--- src/cpu_pkg.sv ---
`default_nettype none

package cpu_pkg;

    localparam int xlen       = 32;
    localparam int reg_addr_w = 5;

    localparam logic [xlen-1:0] reset_pc = 32'h0000_0000;
    localparam logic [xlen-1:0] nop_inst = 32'h0000_0000;  // sll r0,r0,0

    // Major opcode field, inst[31:26]
    typedef enum logic [5:0] {
        op_special = 6'h00,
        op_j       = 6'h02,
        op_beq     = 6'h04,
        op_bne     = 6'h05,
        op_addiu   = 6'h09,
        op_lui     = 6'h0f,
        op_lw      = 6'h23,
        op_sw      = 6'h2b
    } opcode_e;

    // Function field of SPECIAL, inst[5:0]
    typedef enum logic [5:0] {
        fn_sll  = 6'h00,
        fn_addu = 6'h21,
        fn_subu = 6'h23,
        fn_and  = 6'h24,
        fn_or   = 6'h25,
        fn_slt  = 6'h2a
    } funct_e;

    typedef enum logic [2:0] {
        alu_add,
        alu_sub,
        alu_and,
        alu_or,
        alu_slt,
        alu_sll,     // Shift op_b left by op_a[4:0]
        alu_pass_b
    } alu_op_e;

    typedef struct packed {
        alu_op_e               alu_op;
        logic [xlen-1:0]       op_a;
        logic [xlen-1:0]       op_b;
        logic [xlen-1:0]       st_data;    // Store value for sw
        logic [reg_addr_w-1:0] dest;
        logic                  reg_write;
        logic                  is_load;
        logic                  is_store;
        logic [xlen-1:0]       pc;
    } de_ex_t;

    typedef struct packed {
        logic [xlen-1:0]       result;     // ALU result or load address
        logic [reg_addr_w-1:0] dest;
        logic                  reg_write;
        logic                  is_load;
        logic [xlen-1:0]       pc;
    } ex_mw_t;

    typedef struct packed {
        logic                  wen;
        logic [reg_addr_w-1:0] waddr;
        logic [xlen-1:0]       wdata;
        logic [xlen-1:0]       pc;
    } wb_t;

    // What a later stage offers to decode for bypassing
    typedef struct packed {
        logic                  valid;      // Writes a nonzero register
        logic [reg_addr_w-1:0] dest;
        logic [xlen-1:0]       value;
        logic                  pending;    // Load data not yet back
    } fwd_t;

endpackage

`default_nettype wire

--- src/fetch_stage.sv ---
`timescale 1ns/1ns
`default_nettype none

module fetch_stage (
    input  logic                     clk,
    input  logic                     rst_n,
    input  logic                     stall,
    input  logic                     redirect,          // Taken branch or j in decode
    input  logic [cpu_pkg::xlen-1:0] redirect_target,
    output logic [cpu_pkg::xlen-1:0] pc
);

    logic [cpu_pkg::xlen-1:0] pc_next;

    // The delay slot is already being fetched when decode redirects,
    // so the target replaces the fetch after it
    always_comb begin
        if (redirect) begin
            pc_next = redirect_target;
        end else if (stall) begin
            pc_next = pc;                               // Same address again next cycle
        end else begin
            pc_next = pc + 32'd4;
        end
    end

    always_ff @(posedge clk) begin
        if (!rst_n) begin
            pc <= cpu_pkg::reset_pc;
        end else begin
            pc <= pc_next;
        end
    end

endmodule

`default_nettype wire

--- src/decode_stage.sv ---
`timescale 1ns/1ns
`default_nettype none

module decode_stage (
    input  logic                           clk,
    input  logic                           rst_n,
    input  logic [cpu_pkg::xlen-1:0]       fetch_pc,
    input  logic [cpu_pkg::xlen-1:0]       inst_rdata,
    input  logic [cpu_pkg::xlen-1:0]       rs_data,
    input  logic [cpu_pkg::xlen-1:0]       rt_data,
    input  cpu_pkg::fwd_t                  ex_fwd,
    input  cpu_pkg::fwd_t                  mw_fwd,
    output logic [cpu_pkg::reg_addr_w-1:0] rs_addr,
    output logic [cpu_pkg::reg_addr_w-1:0] rt_addr,
    output logic                           stall,
    output logic                           redirect,
    output logic [cpu_pkg::xlen-1:0]       redirect_target,
    output cpu_pkg::de_ex_t                de_ex
);

    logic [cpu_pkg::xlen-1:0] pc_q;
    logic [cpu_pkg::xlen-1:0] inst_hold;     // Copy kept while stalled
    logic                     held_q;
    logic                     valid_q;
    logic [cpu_pkg::xlen-1:0] inst;
    logic [cpu_pkg::xlen-1:0] pc_plus4;
    logic [cpu_pkg::xlen-1:0] imm_sext;
    logic [cpu_pkg::xlen-1:0] rs_val;
    logic [cpu_pkg::xlen-1:0] rt_val;
    cpu_pkg::opcode_e         opcode;
    cpu_pkg::funct_e          funct;
    cpu_pkg::alu_op_e         alu_op;
    cpu_pkg::de_ex_t          de_ex_next;
    logic uses_rs, uses_rt, use_shamt, use_imm, use_lui;
    logic reg_write, is_load, is_store, is_beq, is_bne, is_j;
    logic load_hazard, branch_hazard, taken;

    // Priority is execute, then memory/writeback, then the register file
    function automatic logic [cpu_pkg::xlen-1:0] fwd_pick(
        input logic [cpu_pkg::reg_addr_w-1:0] addr,
        input logic [cpu_pkg::xlen-1:0]       rf_val
    );
        if (ex_fwd.valid && ex_fwd.dest == addr) begin
            return ex_fwd.value;
        end else if (mw_fwd.valid && mw_fwd.dest == addr) begin
            return mw_fwd.value;
        end
        return rf_val;
    endfunction

    assign inst     = !valid_q ? cpu_pkg::nop_inst : (held_q ? inst_hold : inst_rdata);
    assign opcode   = cpu_pkg::opcode_e'(inst[31:26]);
    assign funct    = cpu_pkg::funct_e'(inst[5:0]);
    assign rs_addr  = inst[25:21];
    assign rt_addr  = inst[20:16];
    assign pc_plus4 = pc_q + 32'd4;
    assign imm_sext = {{16{inst[15]}}, inst[15:0]};
    assign rs_val   = fwd_pick(rs_addr, rs_data);
    assign rt_val   = fwd_pick(rt_addr, rt_data);

    always_comb begin
        alu_op    = cpu_pkg::alu_add;
        uses_rs   = 1'b0;
        uses_rt   = 1'b0;
        use_shamt = 1'b0;
        use_imm   = 1'b0;
        use_lui   = 1'b0;
        reg_write = 1'b0;
        is_load   = 1'b0;
        is_store  = 1'b0;
        is_beq    = 1'b0;
        is_bne    = 1'b0;
        is_j      = 1'b0;
        case (opcode)
            cpu_pkg::op_special: begin
                uses_rs   = 1'b1;
                uses_rt   = 1'b1;
                reg_write = 1'b1;
                case (funct)
                    cpu_pkg::fn_addu: alu_op = cpu_pkg::alu_add;
                    cpu_pkg::fn_subu: alu_op = cpu_pkg::alu_sub;
                    cpu_pkg::fn_and:  alu_op = cpu_pkg::alu_and;
                    cpu_pkg::fn_or:   alu_op = cpu_pkg::alu_or;
                    cpu_pkg::fn_slt:  alu_op = cpu_pkg::alu_slt;
                    cpu_pkg::fn_sll: begin
                        alu_op    = cpu_pkg::alu_sll;
                        uses_rs   = 1'b0;
                        use_shamt = 1'b1;
                    end
                    default: reg_write = 1'b0;                  // Unsupported funct
                endcase
            end
            cpu_pkg::op_addiu: begin
                uses_rs   = 1'b1;
                use_imm   = 1'b1;
                reg_write = 1'b1;
            end
            cpu_pkg::op_lui: begin
                alu_op    = cpu_pkg::alu_pass_b;
                use_lui   = 1'b1;
                reg_write = 1'b1;
            end
            cpu_pkg::op_lw: begin
                uses_rs   = 1'b1;
                use_imm   = 1'b1;
                reg_write = 1'b1;
                is_load   = 1'b1;
            end
            cpu_pkg::op_sw: begin
                uses_rs  = 1'b1;
                uses_rt  = 1'b1;
                use_imm  = 1'b1;
                is_store = 1'b1;
            end
            cpu_pkg::op_beq: begin
                uses_rs = 1'b1;
                uses_rt = 1'b1;
                is_beq  = 1'b1;
            end
            cpu_pkg::op_bne: begin
                uses_rs = 1'b1;
                uses_rt = 1'b1;
                is_bne  = 1'b1;
            end
            cpu_pkg::op_j: is_j = 1'b1;
            default: ;
        endcase
    end

    assign load_hazard = ex_fwd.valid && ex_fwd.pending
                         && ((uses_rs && ex_fwd.dest == rs_addr)
                             || (uses_rt && ex_fwd.dest == rt_addr));
    // Branch compare happens here, so an ALU result still in execute is too late
    assign branch_hazard = (is_beq || is_bne) && ex_fwd.valid
                           && (ex_fwd.dest == rs_addr || ex_fwd.dest == rt_addr);
    assign stall = load_hazard || branch_hazard;

    assign taken    = is_j || (is_beq && rs_val == rt_val) || (is_bne && rs_val != rt_val);
    assign redirect = taken && !stall;
    assign redirect_target = is_j ? {pc_plus4[31:28], inst[25:0], 2'b00}
                                  : pc_plus4 + {imm_sext[29:0], 2'b00};

    always_comb begin
        de_ex_next.alu_op    = alu_op;
        de_ex_next.op_a      = use_shamt ? {27'd0, inst[10:6]} : rs_val;
        de_ex_next.op_b      = use_lui ? {inst[15:0], 16'h0000} : (use_imm ? imm_sext : rt_val);
        de_ex_next.st_data   = rt_val;
        de_ex_next.dest      = (opcode == cpu_pkg::op_special) ? inst[15:11] : rt_addr;
        de_ex_next.reg_write = reg_write;
        de_ex_next.is_load   = is_load;
        de_ex_next.is_store  = is_store;
        de_ex_next.pc        = pc_q;
    end

    always_ff @(posedge clk) begin
        if (!rst_n) begin
            valid_q <= 1'b0;
            held_q  <= 1'b0;
            de_ex   <= '0;
        end else if (stall) begin
            held_q <= 1'b1;
            de_ex  <= '0;                 // Bubble into execute
        end else begin
            valid_q <= 1'b1;
            held_q  <= 1'b0;
            de_ex   <= de_ex_next;
        end
    end

    // inst_rdata moves on during a stall, so keep the instruction locally
    always_ff @(posedge clk) begin
        if (stall) begin
            inst_hold <= inst;
        end else begin
            pc_q <= fetch_pc;
        end
    end

endmodule

`default_nettype wire

--- src/reg_file.sv ---
`timescale 1ns/1ns
`default_nettype none

module reg_file (
    input  logic                           clk,
    input  logic                           rst_n,
    input  logic [cpu_pkg::reg_addr_w-1:0] rs_addr,
    input  logic [cpu_pkg::reg_addr_w-1:0] rt_addr,
    input  cpu_pkg::wb_t                   wb,
    output logic [cpu_pkg::xlen-1:0]       rs_data,
    output logic [cpu_pkg::xlen-1:0]       rt_data
);

    localparam int num_regs = 2 ** cpu_pkg::reg_addr_w;

    logic [cpu_pkg::xlen-1:0] regs [num_regs];

    // Architectural state starts at zero
    always_ff @(posedge clk) begin
        if (!rst_n) begin
            for (int i = 0; i < num_regs; i++) begin
                regs[i] <= '0;
            end
        end else if (wb.wen && wb.waddr != '0) begin
            regs[wb.waddr] <= wb.wdata;
        end
    end

    // Same-cycle write shows up on the read ports
    assign rs_data = (rs_addr == '0) ? '0
                   : (wb.wen && wb.waddr == rs_addr) ? wb.wdata : regs[rs_addr];
    assign rt_data = (rt_addr == '0) ? '0
                   : (wb.wen && wb.waddr == rt_addr) ? wb.wdata : regs[rt_addr];

endmodule

`default_nettype wire

--- src/execute_stage.sv ---
`timescale 1ns/1ns
`default_nettype none

module execute_stage (
    input  logic                     clk,
    input  logic                     rst_n,
    input  cpu_pkg::de_ex_t          de_ex,
    output cpu_pkg::ex_mw_t          ex_mw,
    output cpu_pkg::fwd_t            ex_fwd,
    output logic                     data_req,
    output logic                     data_wr,
    output logic [cpu_pkg::xlen-1:0] data_addr,
    output logic [cpu_pkg::xlen-1:0] data_wdata
);

    logic [cpu_pkg::xlen-1:0] alu_result;

    always_comb begin
        case (de_ex.alu_op)
            cpu_pkg::alu_add:    alu_result = de_ex.op_a + de_ex.op_b;
            cpu_pkg::alu_sub:    alu_result = de_ex.op_a - de_ex.op_b;
            cpu_pkg::alu_and:    alu_result = de_ex.op_a & de_ex.op_b;
            cpu_pkg::alu_or:     alu_result = de_ex.op_a | de_ex.op_b;
            cpu_pkg::alu_slt:    alu_result = {31'd0, $signed(de_ex.op_a) < $signed(de_ex.op_b)};
            cpu_pkg::alu_sll:    alu_result = de_ex.op_b << de_ex.op_a[4:0];
            cpu_pkg::alu_pass_b: alu_result = de_ex.op_b;      // lui
            default:             alu_result = de_ex.op_a + de_ex.op_b;
        endcase
    end

    // Memory access issues from here, data comes back in mem/wb
    assign data_req   = de_ex.is_load || de_ex.is_store;
    assign data_wr    = de_ex.is_store;
    assign data_addr  = alu_result;
    assign data_wdata = de_ex.st_data;

    assign ex_fwd.valid   = de_ex.reg_write && de_ex.dest != '0;
    assign ex_fwd.dest    = de_ex.dest;
    assign ex_fwd.value   = alu_result;
    assign ex_fwd.pending = de_ex.is_load;                     // Only an address so far

    always_ff @(posedge clk) begin
        ex_mw.result <= alu_result;
        ex_mw.dest   <= de_ex.dest;
        ex_mw.pc     <= de_ex.pc;
        if (!rst_n) begin
            ex_mw.reg_write <= 1'b0;
            ex_mw.is_load   <= 1'b0;
        end else begin
            ex_mw.reg_write <= de_ex.reg_write;
            ex_mw.is_load   <= de_ex.is_load;
        end
    end

endmodule

`default_nettype wire

--- src/mem_wb_stage.sv ---
`timescale 1ns/1ns
`default_nettype none

module mem_wb_stage (
    input  logic                     clk,
    input  logic                     rst_n,
    input  cpu_pkg::ex_mw_t          ex_mw,
    input  logic [cpu_pkg::xlen-1:0] data_rdata,
    output cpu_pkg::wb_t             wb,
    output cpu_pkg::fwd_t            mw_fwd
);

    logic [cpu_pkg::xlen-1:0] value;
    logic                     wen_next;

    // Load data arrives in this cycle, one after the request
    assign value    = ex_mw.is_load ? data_rdata : ex_mw.result;
    assign wen_next = ex_mw.reg_write && ex_mw.dest != '0;

    assign mw_fwd.valid   = wen_next;
    assign mw_fwd.dest    = ex_mw.dest;
    assign mw_fwd.value   = value;
    assign mw_fwd.pending = 1'b0;

    always_ff @(posedge clk) begin
        if (!rst_n) begin
            wb.wen <= 1'b0;
        end else begin
            wb.wen <= wen_next;
        end
    end

    // Payload only moves with a real write, so debug ports keep the last one
    always_ff @(posedge clk) begin
        if (wen_next) begin
            wb.waddr <= ex_mw.dest;
            wb.wdata <= value;
            wb.pc    <= ex_mw.pc;
        end
    end

endmodule

`default_nettype wire

--- src/cpu_top.sv ---
`timescale 1ns/1ns
`default_nettype none

module cpu_top (
    input  logic                           clk,
    input  logic                           rst_n,
    output logic [cpu_pkg::xlen-1:0]       inst_addr,
    input  logic [cpu_pkg::xlen-1:0]       inst_rdata,
    output logic                           data_req,
    output logic                           data_wr,
    output logic [cpu_pkg::xlen-1:0]       data_addr,
    output logic [cpu_pkg::xlen-1:0]       data_wdata,
    input  logic [cpu_pkg::xlen-1:0]       data_rdata,
    output logic [cpu_pkg::xlen-1:0]       debug_wb_pc,
    output logic                           debug_wb_rf_wen,
    output logic [cpu_pkg::reg_addr_w-1:0] debug_wb_rf_wnum,
    output logic [cpu_pkg::xlen-1:0]       debug_wb_rf_wdata
);

    logic                           stall;
    logic                           redirect;
    logic [cpu_pkg::xlen-1:0]       redirect_target;
    logic [cpu_pkg::reg_addr_w-1:0] rs_addr;
    logic [cpu_pkg::reg_addr_w-1:0] rt_addr;
    logic [cpu_pkg::xlen-1:0]       rs_data;
    logic [cpu_pkg::xlen-1:0]       rt_data;
    cpu_pkg::de_ex_t                de_ex;
    cpu_pkg::ex_mw_t                ex_mw;
    cpu_pkg::wb_t                   wb;
    cpu_pkg::fwd_t                  ex_fwd;
    cpu_pkg::fwd_t                  mw_fwd;

    fetch_stage u_fetch (
        .clk             (clk),
        .rst_n           (rst_n),
        .stall           (stall),
        .redirect        (redirect),
        .redirect_target (redirect_target),
        .pc              (inst_addr)         // PC goes straight to instruction port
    );

    decode_stage u_decode (
        .clk             (clk),
        .rst_n           (rst_n),
        .fetch_pc        (inst_addr),
        .inst_rdata      (inst_rdata),
        .rs_data         (rs_data),
        .rt_data         (rt_data),
        .ex_fwd          (ex_fwd),
        .mw_fwd          (mw_fwd),
        .rs_addr         (rs_addr),
        .rt_addr         (rt_addr),
        .stall           (stall),
        .redirect        (redirect),
        .redirect_target (redirect_target),
        .de_ex           (de_ex)
    );

    reg_file u_reg_file (
        .clk     (clk),
        .rst_n   (rst_n),
        .rs_addr (rs_addr),
        .rt_addr (rt_addr),
        .wb      (wb),
        .rs_data (rs_data),
        .rt_data (rt_data)
    );

    execute_stage u_execute (
        .clk        (clk),
        .rst_n      (rst_n),
        .de_ex      (de_ex),
        .ex_mw      (ex_mw),
        .ex_fwd     (ex_fwd),
        .data_req   (data_req),
        .data_wr    (data_wr),
        .data_addr  (data_addr),
        .data_wdata (data_wdata)
    );

    mem_wb_stage u_mem_wb (
        .clk        (clk),
        .rst_n      (rst_n),
        .ex_mw      (ex_mw),
        .data_rdata (data_rdata),
        .wb         (wb),
        .mw_fwd     (mw_fwd)
    );

    assign debug_wb_pc       = wb.pc;
    assign debug_wb_rf_wen   = wb.wen;
    assign debug_wb_rf_wnum  = wb.waddr;
    assign debug_wb_rf_wdata = wb.wdata;

endmodule

`default_nettype wire

--- config.mk ---
export PLATFORM = sky130hd
export DESIGN_NAME = cpu_top
export DESIGN_NICKNAME = d
export VERILOG_FILES = /design/src/cpu_pkg.sv /design/src/fetch_stage.sv /design/src/decode_stage.sv /design/src/reg_file.sv /design/src/execute_stage.sv /design/src/mem_wb_stage.sv /design/src/cpu_top.sv
export SDC_FILE = /design/constraint.sdc
export NUM_CORES = 2
export LEC_CHECK = 0
export ABC_AREA = 0
export BUFFER_PORTS_ARGS = -buffer_cell sky130_fd_sc_hd__buf_2
export CAP_MARGIN = 10
export CORE_MARGIN = 2
export CORE_UTILIZATION = 25
export DETAILED_ROUTE_END_ITERATION = 6
export HOLD_SLACK_MARGIN = 0.06
export PLACE_DENSITY = 0.38
export SETUP_SLACK_MARGIN = 0.15
export SLEW_MARGIN = 20
export SYNTH_ARGS = -nofsm -noshare
export SYNTH_HDL_FRONTEND = slang
export SYNTH_SLANG_ARGS = --single-unit
--- constraint.sdc ---
create_clock -name clk -period 9.8 [get_ports clk]
set_clock_uncertainty 0.2 [all_clocks]
set_input_delay 2.94 -clock clk [delete_from_list [all_inputs] [get_ports clk]]
set_output_delay 2.94 -clock clk [all_outputs]
set_load 0.05 [all_outputs]
After elaboration in Yosys (flattened, before gate mapping). Memories as Yosys holds them, arrays and structs flattened. Index checks and enable logic that the tools add are counted.

Add/sub/neg operators: 5. Multipliers: 0. Div/mod/pow operators: 0. $lt $le $gt $ge: 1. Eq/ne operators: 27. Shift operators: 1. Muxes and demuxes: 49. Bitwise logic cells: 3. Reductions and logical operators: 42.

Operators by type and width (number): $mux 32 (19); $pmux 32 s6 (1); $add 32x3->32 const B (2); $add 32x32->32 (2); $eq 6x6->1 const B (7); $and 32x32->32 (1); $eq 32x32->1 (1); $lt 32x32->1 (1); $ne 32x32->1 (1); $or 32x32->32 (1); $reduce_or 32->1 (1); $shl 32x5->32 (1); $sub 32x32->32 (1); $eq 5x5->1 (6); $mux 1 (22); $logic_and 1x1->1 (18); $mux 5 (3); $pmux 3 s5 (1); $reduce_bool 5->1 (3); $eq 6x3->1 const B (2); $eq 6x4->1 const B (2); $logic_not 6->1 (2); $reduce_or 3->1 (4); $logic_not 5->1 (2); 14 further kinds (24).

Register bits after elaboration: 378. Bits in latches: 0. Bits in writable memories: 1024. Memory bits (read-only): 0. Bits of input ports: 66. Output and inout bits: 168. Logic and storage cells: 154. Memories: 1.

Memories: u_reg_file.regs (depth 32, bits a word 32, read ports 2, clocked after Yosys merged registers in 0, wr ports 32, line reg_file.sv:16) `logic [cpu_pkg::xlen-1:0] regs [num_regs];`.

Longest topological paths before layout.
Depth in word-level cells: 13. Depth in mapped cells: 31. Gate-level depth less buffers: 25.

Cells and area by module. From an unflattened synthesis, not the netlist that was laid out.

Cell total of the unflattened synthesis: 6765. Area, all modules: 81511.9 um^2.

By module, submodules not included: reg_file (times used 1, cells each 3818, area an instance 55316.8 um^2, sequential area each 30749.5 um^2); decode_stage (times used 1, cells each 1398, area an instance 12301.8 um^2, sequential area each 4744.6 um^2); execute_stage (times used 1, cells each 1198, area an instance 9213.8 um^2, sequential area each 1421.4 um^2); mem_wb_stage (times used 1, cells each 119, area an instance 2718.9 um^2, sequential area each 2092.0 um^2); fetch_stage (times used 1, cells each 232, area an instance 1960.6 um^2, sequential area each 640.6 um^2).

Worst setup path before layout. Ideal clock, no wire load.

Path kind: reg-to-output. Start: register, netlist name u_decode.de_ex[104]. End: output data_addr[23] in the netlist's numbering. Arrival: 6.158 ns. Data required time: 6.660 ns. Setup slack: 0.502 ns. Cell stages (with the launch flop): 17. Buffers on the path: 6. Cells stage by stage: dfxtp_1 clkbuf_1 buf_1 clkbuf_1 buf_2 buf_1 inv_1 ha_1 nor2_1 o311ai_0 a2111oi_0 or3_1 clkbuf_1 a311o_1 and2_1 nand3_1 o311ai_0.

Word-level cells in the longest chain between the ends: 2. Elaborated cells between the ends (all ways): 4. Those cells by class: add/sub (2); shift (1); mux (1).

Ends and longest elaborated chain: $add 32x32->32 (tied with other cells) (line execute_stage.sv:20, execute_stage.sv:27); $pmux 32 s6 (*) (line execute_stage.sv:19) `case (de_ex.alu_op)`; end: declaration (line cpu_top.sv:11) `output logic [cpu_pkg::xlen-1:0] data_addr,`.

Every way passes the cells marked *; elsewhere a longest branch is shown, timed or not.

Final worst setup path.
Start: input inst_rdata[18] in the netlist's numbering. End: register u_fetch.pc[25] in the netlist's numbering.

Word-level cells in the longest chain between the ends: 13. Elaborated cells between the ends (all ways): 32. Those cells by class: eq/ne (6); mux (9); reduce/logical (16); memory (1).

Ends and longest elaborated chain: start: declaration (line cpu_top.sv:8) `input logic [cpu_pkg::xlen-1:0] inst_rdata,`; $mux 32 (*) (2 in a row) (line decode_stage.sv:51) `assign inst = !valid_q ? cpu_pkg::nop_inst : (held_q ? inst_hold : inst_rdata);`; parallel branches: the longest is 11 deep, another holds $mem_v2 32x32; end signal: assignment (line fetch_stage.sv:29) `pc <= cpu_pkg::reset_pc;`; end signal: assignment (line fetch_stage.sv:31) `pc <= pc_next;`; end: declaration (line fetch_stage.sv:10) `output logic [cpu_pkg::xlen-1:0] pc`.

Mark *: on every way between the ends. A chain may end at the register's enable or synchronous reset.

==> results by group <==
Clocking
  – CTS Sinks: roughly 1400
  – Clock slew at reported path FFs: approximately 70 ps
  – Setup bufs post-CTS: 0
  – TritonCTS Buffers: around 180
  – Max clock buf depth: 4
  – CTS tree: done
  – Post-cts repair resize count: 0
  – Clk root buf: clkbuf_16
  – Worst-Skew Late Latency: just under 900 ps
  – Hold Buf Count CTS: 0
  – CTS HTree Levels: 4

Min path
  – Min-Delay Path Depth: 0
  – Worst Hold Launch: u_decode.de_ex[21]$_SDFF_PP0_
  – Hold path endpoint: u_execute.ex_mw[21]$_DFF_P_
  – Worst hold-check path type: reg2reg

Power
  – Max VDD drop: 0.1366 mV
  – PwrDens: roughly 170 nW/um^2
  – Sw frac: 0.3154
  – P_sw: 5.255 mW
  – Gate power share: 0.184
  – Leakage power total: ~35 nW
  – Seq pwr share: 0.414
  – Clk pwr share: 0.402
  – Pint: ~11 mW

Synthesis
  – Post-synth EDFFs: 1157
  – Cell Area, Synth: 81460 sq um
  – Yosys cell types: 103
  – Gate Count Post-Synth: 8052
  – Asr flop ratio synth: 0
  – Share of the synthesized area in the top cell type: 0.4265
  – Synthesis warning total: 0
  – FF+latch count, synth: 1402
  – Mean Syn Cell Area: roughly 10 sq um
  – Seq/Total Area, Yosys: 0.4867
  – Prevailing post-synth register cell: edfxtp_1
  – Synth top area cells: edfxtp_1, and2_1, dfxtp_1
  – Top cell type by total area after synthesis: edfxtp_1

Outcome
  – Status: completed

Critical path
  – CP cell instances: buf_2 > mux2_2 > nand2_2 > inv_1 > xnor2_1 > nor4bb_4 > buf_4 > nor2_1 > buf_4 > a22oi_1 > o211ai_1 > xnor2_1 > nand4_1 > or4_1 > nor4_1 > buf_4 > nand4_1 > or4_4 > o31ai_4 > nand3_2 > buf_12 > buf_4 > o31a_1 > a21boi_0
  – CP endpoint kind: flop
  – CP Depth: 24
  – Number of buffers and inverters on the critical path: 7
  – Worst-path maximum fanout: 14
  – Worst path most repeated cell: buf_4
  – Top delay family on crit path: simple AND/OR/NAND/NOR gates
  – Critical Path RT: 10310 ps
  – CP max stage delay: 790 ps
  – RR Startpoint: u_decode.held_q$_SDFF_PN0_
  – Worst reg2reg path depth: 23
  – R2r setup slk: 1620 ps
  – Crit Reg-Reg Endpoint: u_fetch.pc[25]$_SDFFE_PN0P_
  – Crit start category: primary input
  – Worst path slowest cell: a22oi_1
  – Crit path kind: in2reg
  – Arrival time worst endpoint: 9900 ps

Placement
  – Dpl cells: around 12000
  – Dpl cell area: approximately 90000 sq um
  – Post-DP HPWL: between 300000 and 400000 um
  – Placer congestion estimate: around 0.94
  – IO Port Bufs: 233

Cells and area
  – Leading cell types in the layout, fill and taps excluded: edfxtp_1, nand2_1, and2_1
  – Final instance area: 96060 sq um
  – Area Overhead vs Synth: 17.93%
  – Layout cell share with drive strength beyond 1: 0.1711
  – Most common cell after layout, fill and taps aside: edfxtp_1
  – Layout Cells excl Fill: 12770
  – FILL cells: 33460
  – Nets: 8483

Global route
  – Largest net degree at the start of global routing: 104
  – Met2 Usage GRT: 0.4161
  – Met3 usage: 0.04265
  – First-pass GRT wire length: 598700 um
  – Number of global-route vias before repair: 67710
  – Antenna violations before repair: 49
  – GRT busiest layer: met2
  – GR Layer Usage met1: 0.3454
  – Total gr overflow: 0
  – GRT Total Usage: 0.2597

Routing
  – WL/cell: 34.75 um
  – Final ANT Viol Nets: 0
  – DR pass1 iterations: 6
  – Via Count: 71140
  – 1st-iter DRT viols: 9583
  – Routed wire length: roughly 440000 um
  – DRC Markers: 0
  – Vias/cell: 5.570

Floorplanning
  – Total die area: 330400 sq um
  – Die W: approximately 570 um
  – Initial Utilization: 0.2512
  – Rows: around 210
  – Boundary Pins: about 230
  – Core Box Area: 324300 sq um
  – Die Height: between 500 and 600 um

Timing
  – Worst hold margin: 126.6 ps
  – RSZ-0062 raised after global routing: false
  – Fin. max-slew vios: 0
  – Final hold vios: 0
  – # setup viols final: 0
  – Worst-margin pin slew: 1149 ps
  – Post-layout min period: 9391 ps
  – Setup_tns: 0 ps
  – Normalized max-slew margin: 0.2308
  – Fmax: 0.1065 GHz
  – Final Cycle Share: 0.9583

Flow run
  – Max_cap viols: 0
[cells by family (layout without fill, tap and decap cells)]
group / count (synthesis) / in the layout / share of synthesized area
adder cells (fa/ha/maj): 130 / 130 / 0.02024
AND/OR/NAND/NOR: 3406 / 3406 / 0.2099
AO/OA/AOI/OAI: 1616 / 1616 / 0.1351
XOR/XNOR: 82 / 82 / 0.008817
other: 1 / 50 / 0.00004604
multiplexers: 494 / 494 / 0.09155
buffers and inverters: 921 / 1268 / 0.04762
flip-flops: 1402 / 1402 / 0.4867
[cell type report]
class / instances / area [sq um] / share of cell area
diodes: 18 / 45.04 / 0.0004689
repair buffers: 760 / 5587 / 0.05815
inverters: 185 / 730.7 / 0.007606
flip-flops and latches: 1402 / 39660 / 0.4128
multi-input cells: 5760 / 38900 / 0.4050
clock buffers: 225 / 4872 / 0.05072
well taps: 4325 / 5411 / 0.05633
clock inverters: 98 / 857.1 / 0.008922
[power groups by stage]
| stage | Sequential, mW | Combinational (mW) | Clock, mW |
|---|---|---|---|
| final | 6.90 | 3.07 | 6.70 |
| after global routing | 6.92 | 3.18 | 7.01 |
| after CTS | 6.89 | 3.01 | 6.82 |
| after detailed placement | 7.01 | 3.00 | 0 |
| after global placement | 7.01 | 3.00 | 0 |
| after floorplan | 6.96 | 1.62 | 0 |
[metrics by stage]
step,utilization,power [mW],setup slack (ps)
after global routing,0.2961,17.11,182.2
final,0.2963,16.66,408.7
after global placement,0.2782,10.02,-313.0
after detailed placement,0.2784,10.01,-282.8
after floorplan,-,8.581,501.8
after CTS,0.2961,16.71,544.1
[worst max-delay path by stage]
stage,end,slack [ps],from
2_1_floorplan,data_addr[23],500,u_decode.de_ex[104]$_SDFF_PP0_
3_3_place_gp,u_fetch.pc[12]$_SDFFE_PN0P_,-310,inst_rdata[18]
3_5_place_dp,u_fetch.pc[12]$_SDFFE_PN0P_,-280,inst_rdata[18]
4_1_cts,data_addr[31],540,u_decode.de_ex[72]$_SDFF_PP0_
5_1_grt,u_fetch.pc[25]$_SDFFE_PN0P_,180,inst_rdata[18]
6_report,u_fetch.pc[25]$_SDFFE_PN0P_,410,inst_rdata[18]
[synth_stat cells, types with 22 or more instances]
| cell | n |
|---|---|
| nand4_1 | 66 |
| edfxtp_1 | 1157 |
| mux2_2 | 61 |
| inv_1 | 178 |
| and2_1 | 922 |
| o2111ai_1 | 22 |
| mux2i_1 | 235 |
| a311oi_1 | 36 |
| nand2b_1 | 39 |
| or3_1 | 27 |
| xnor2_1 | 54 |
| a21oi_1 | 337 |
| nor2b_1 | 22 |
| a221oi_1 | 50 |
| a211oi_1 | 151 |
| and3_1 | 187 |
| a22oi_1 | 93 |
| o221ai_1 | 40 |
| o22ai_1 | 98 |
| a221o_1 | 24 |
| buf_2 | 93 |
| mux4_2 | 194 |
| o21ai_0 | 246 |
| ha_1 | 127 |
| o211ai_1 | 46 |
| nor3_1 | 195 |
| a21o_1 | 22 |
| a31oi_1 | 129 |
| clkbuf_1 | 513 |
| buf_4 | 60 |
| nor2_1 | 390 |
| o21a_1 | 27 |
| xor2_1 | 28 |
| dfxtp_1 | 245 |
| nand3_1 | 323 |
| a32oi_1 | 44 |
| buf_1 | 61 |
| nand2_1 | 1106 |
| nor4_1 | 50 |
[sequential cells by signal, summed over array words and instances, names as in the netlist]
signal,count
u_reg_file.regs,1024
u_decode.de_ex,139
u_decode.valid_q,1
u_mem_wb.wb,70
u_decode.pc_q,32
u_execute.ex_mw,71
u_fetch.pc,32
u_decode.inst_hold,32
u_decode.held_q,1
[routing by layer]
layer | part of all wire | up-vias | wire, um
met5 | 0.000079 | - | 35
met4 | 0.048 | 6 | 21380
met3 | 0.079 | 827 | 34920
met2 | 0.46 | 3874 | 202000
met1 | 0.42 | 36300 | 185600
li1 | - | 30130 | -
Note: power is estimated with default switching activity, not from simulation.
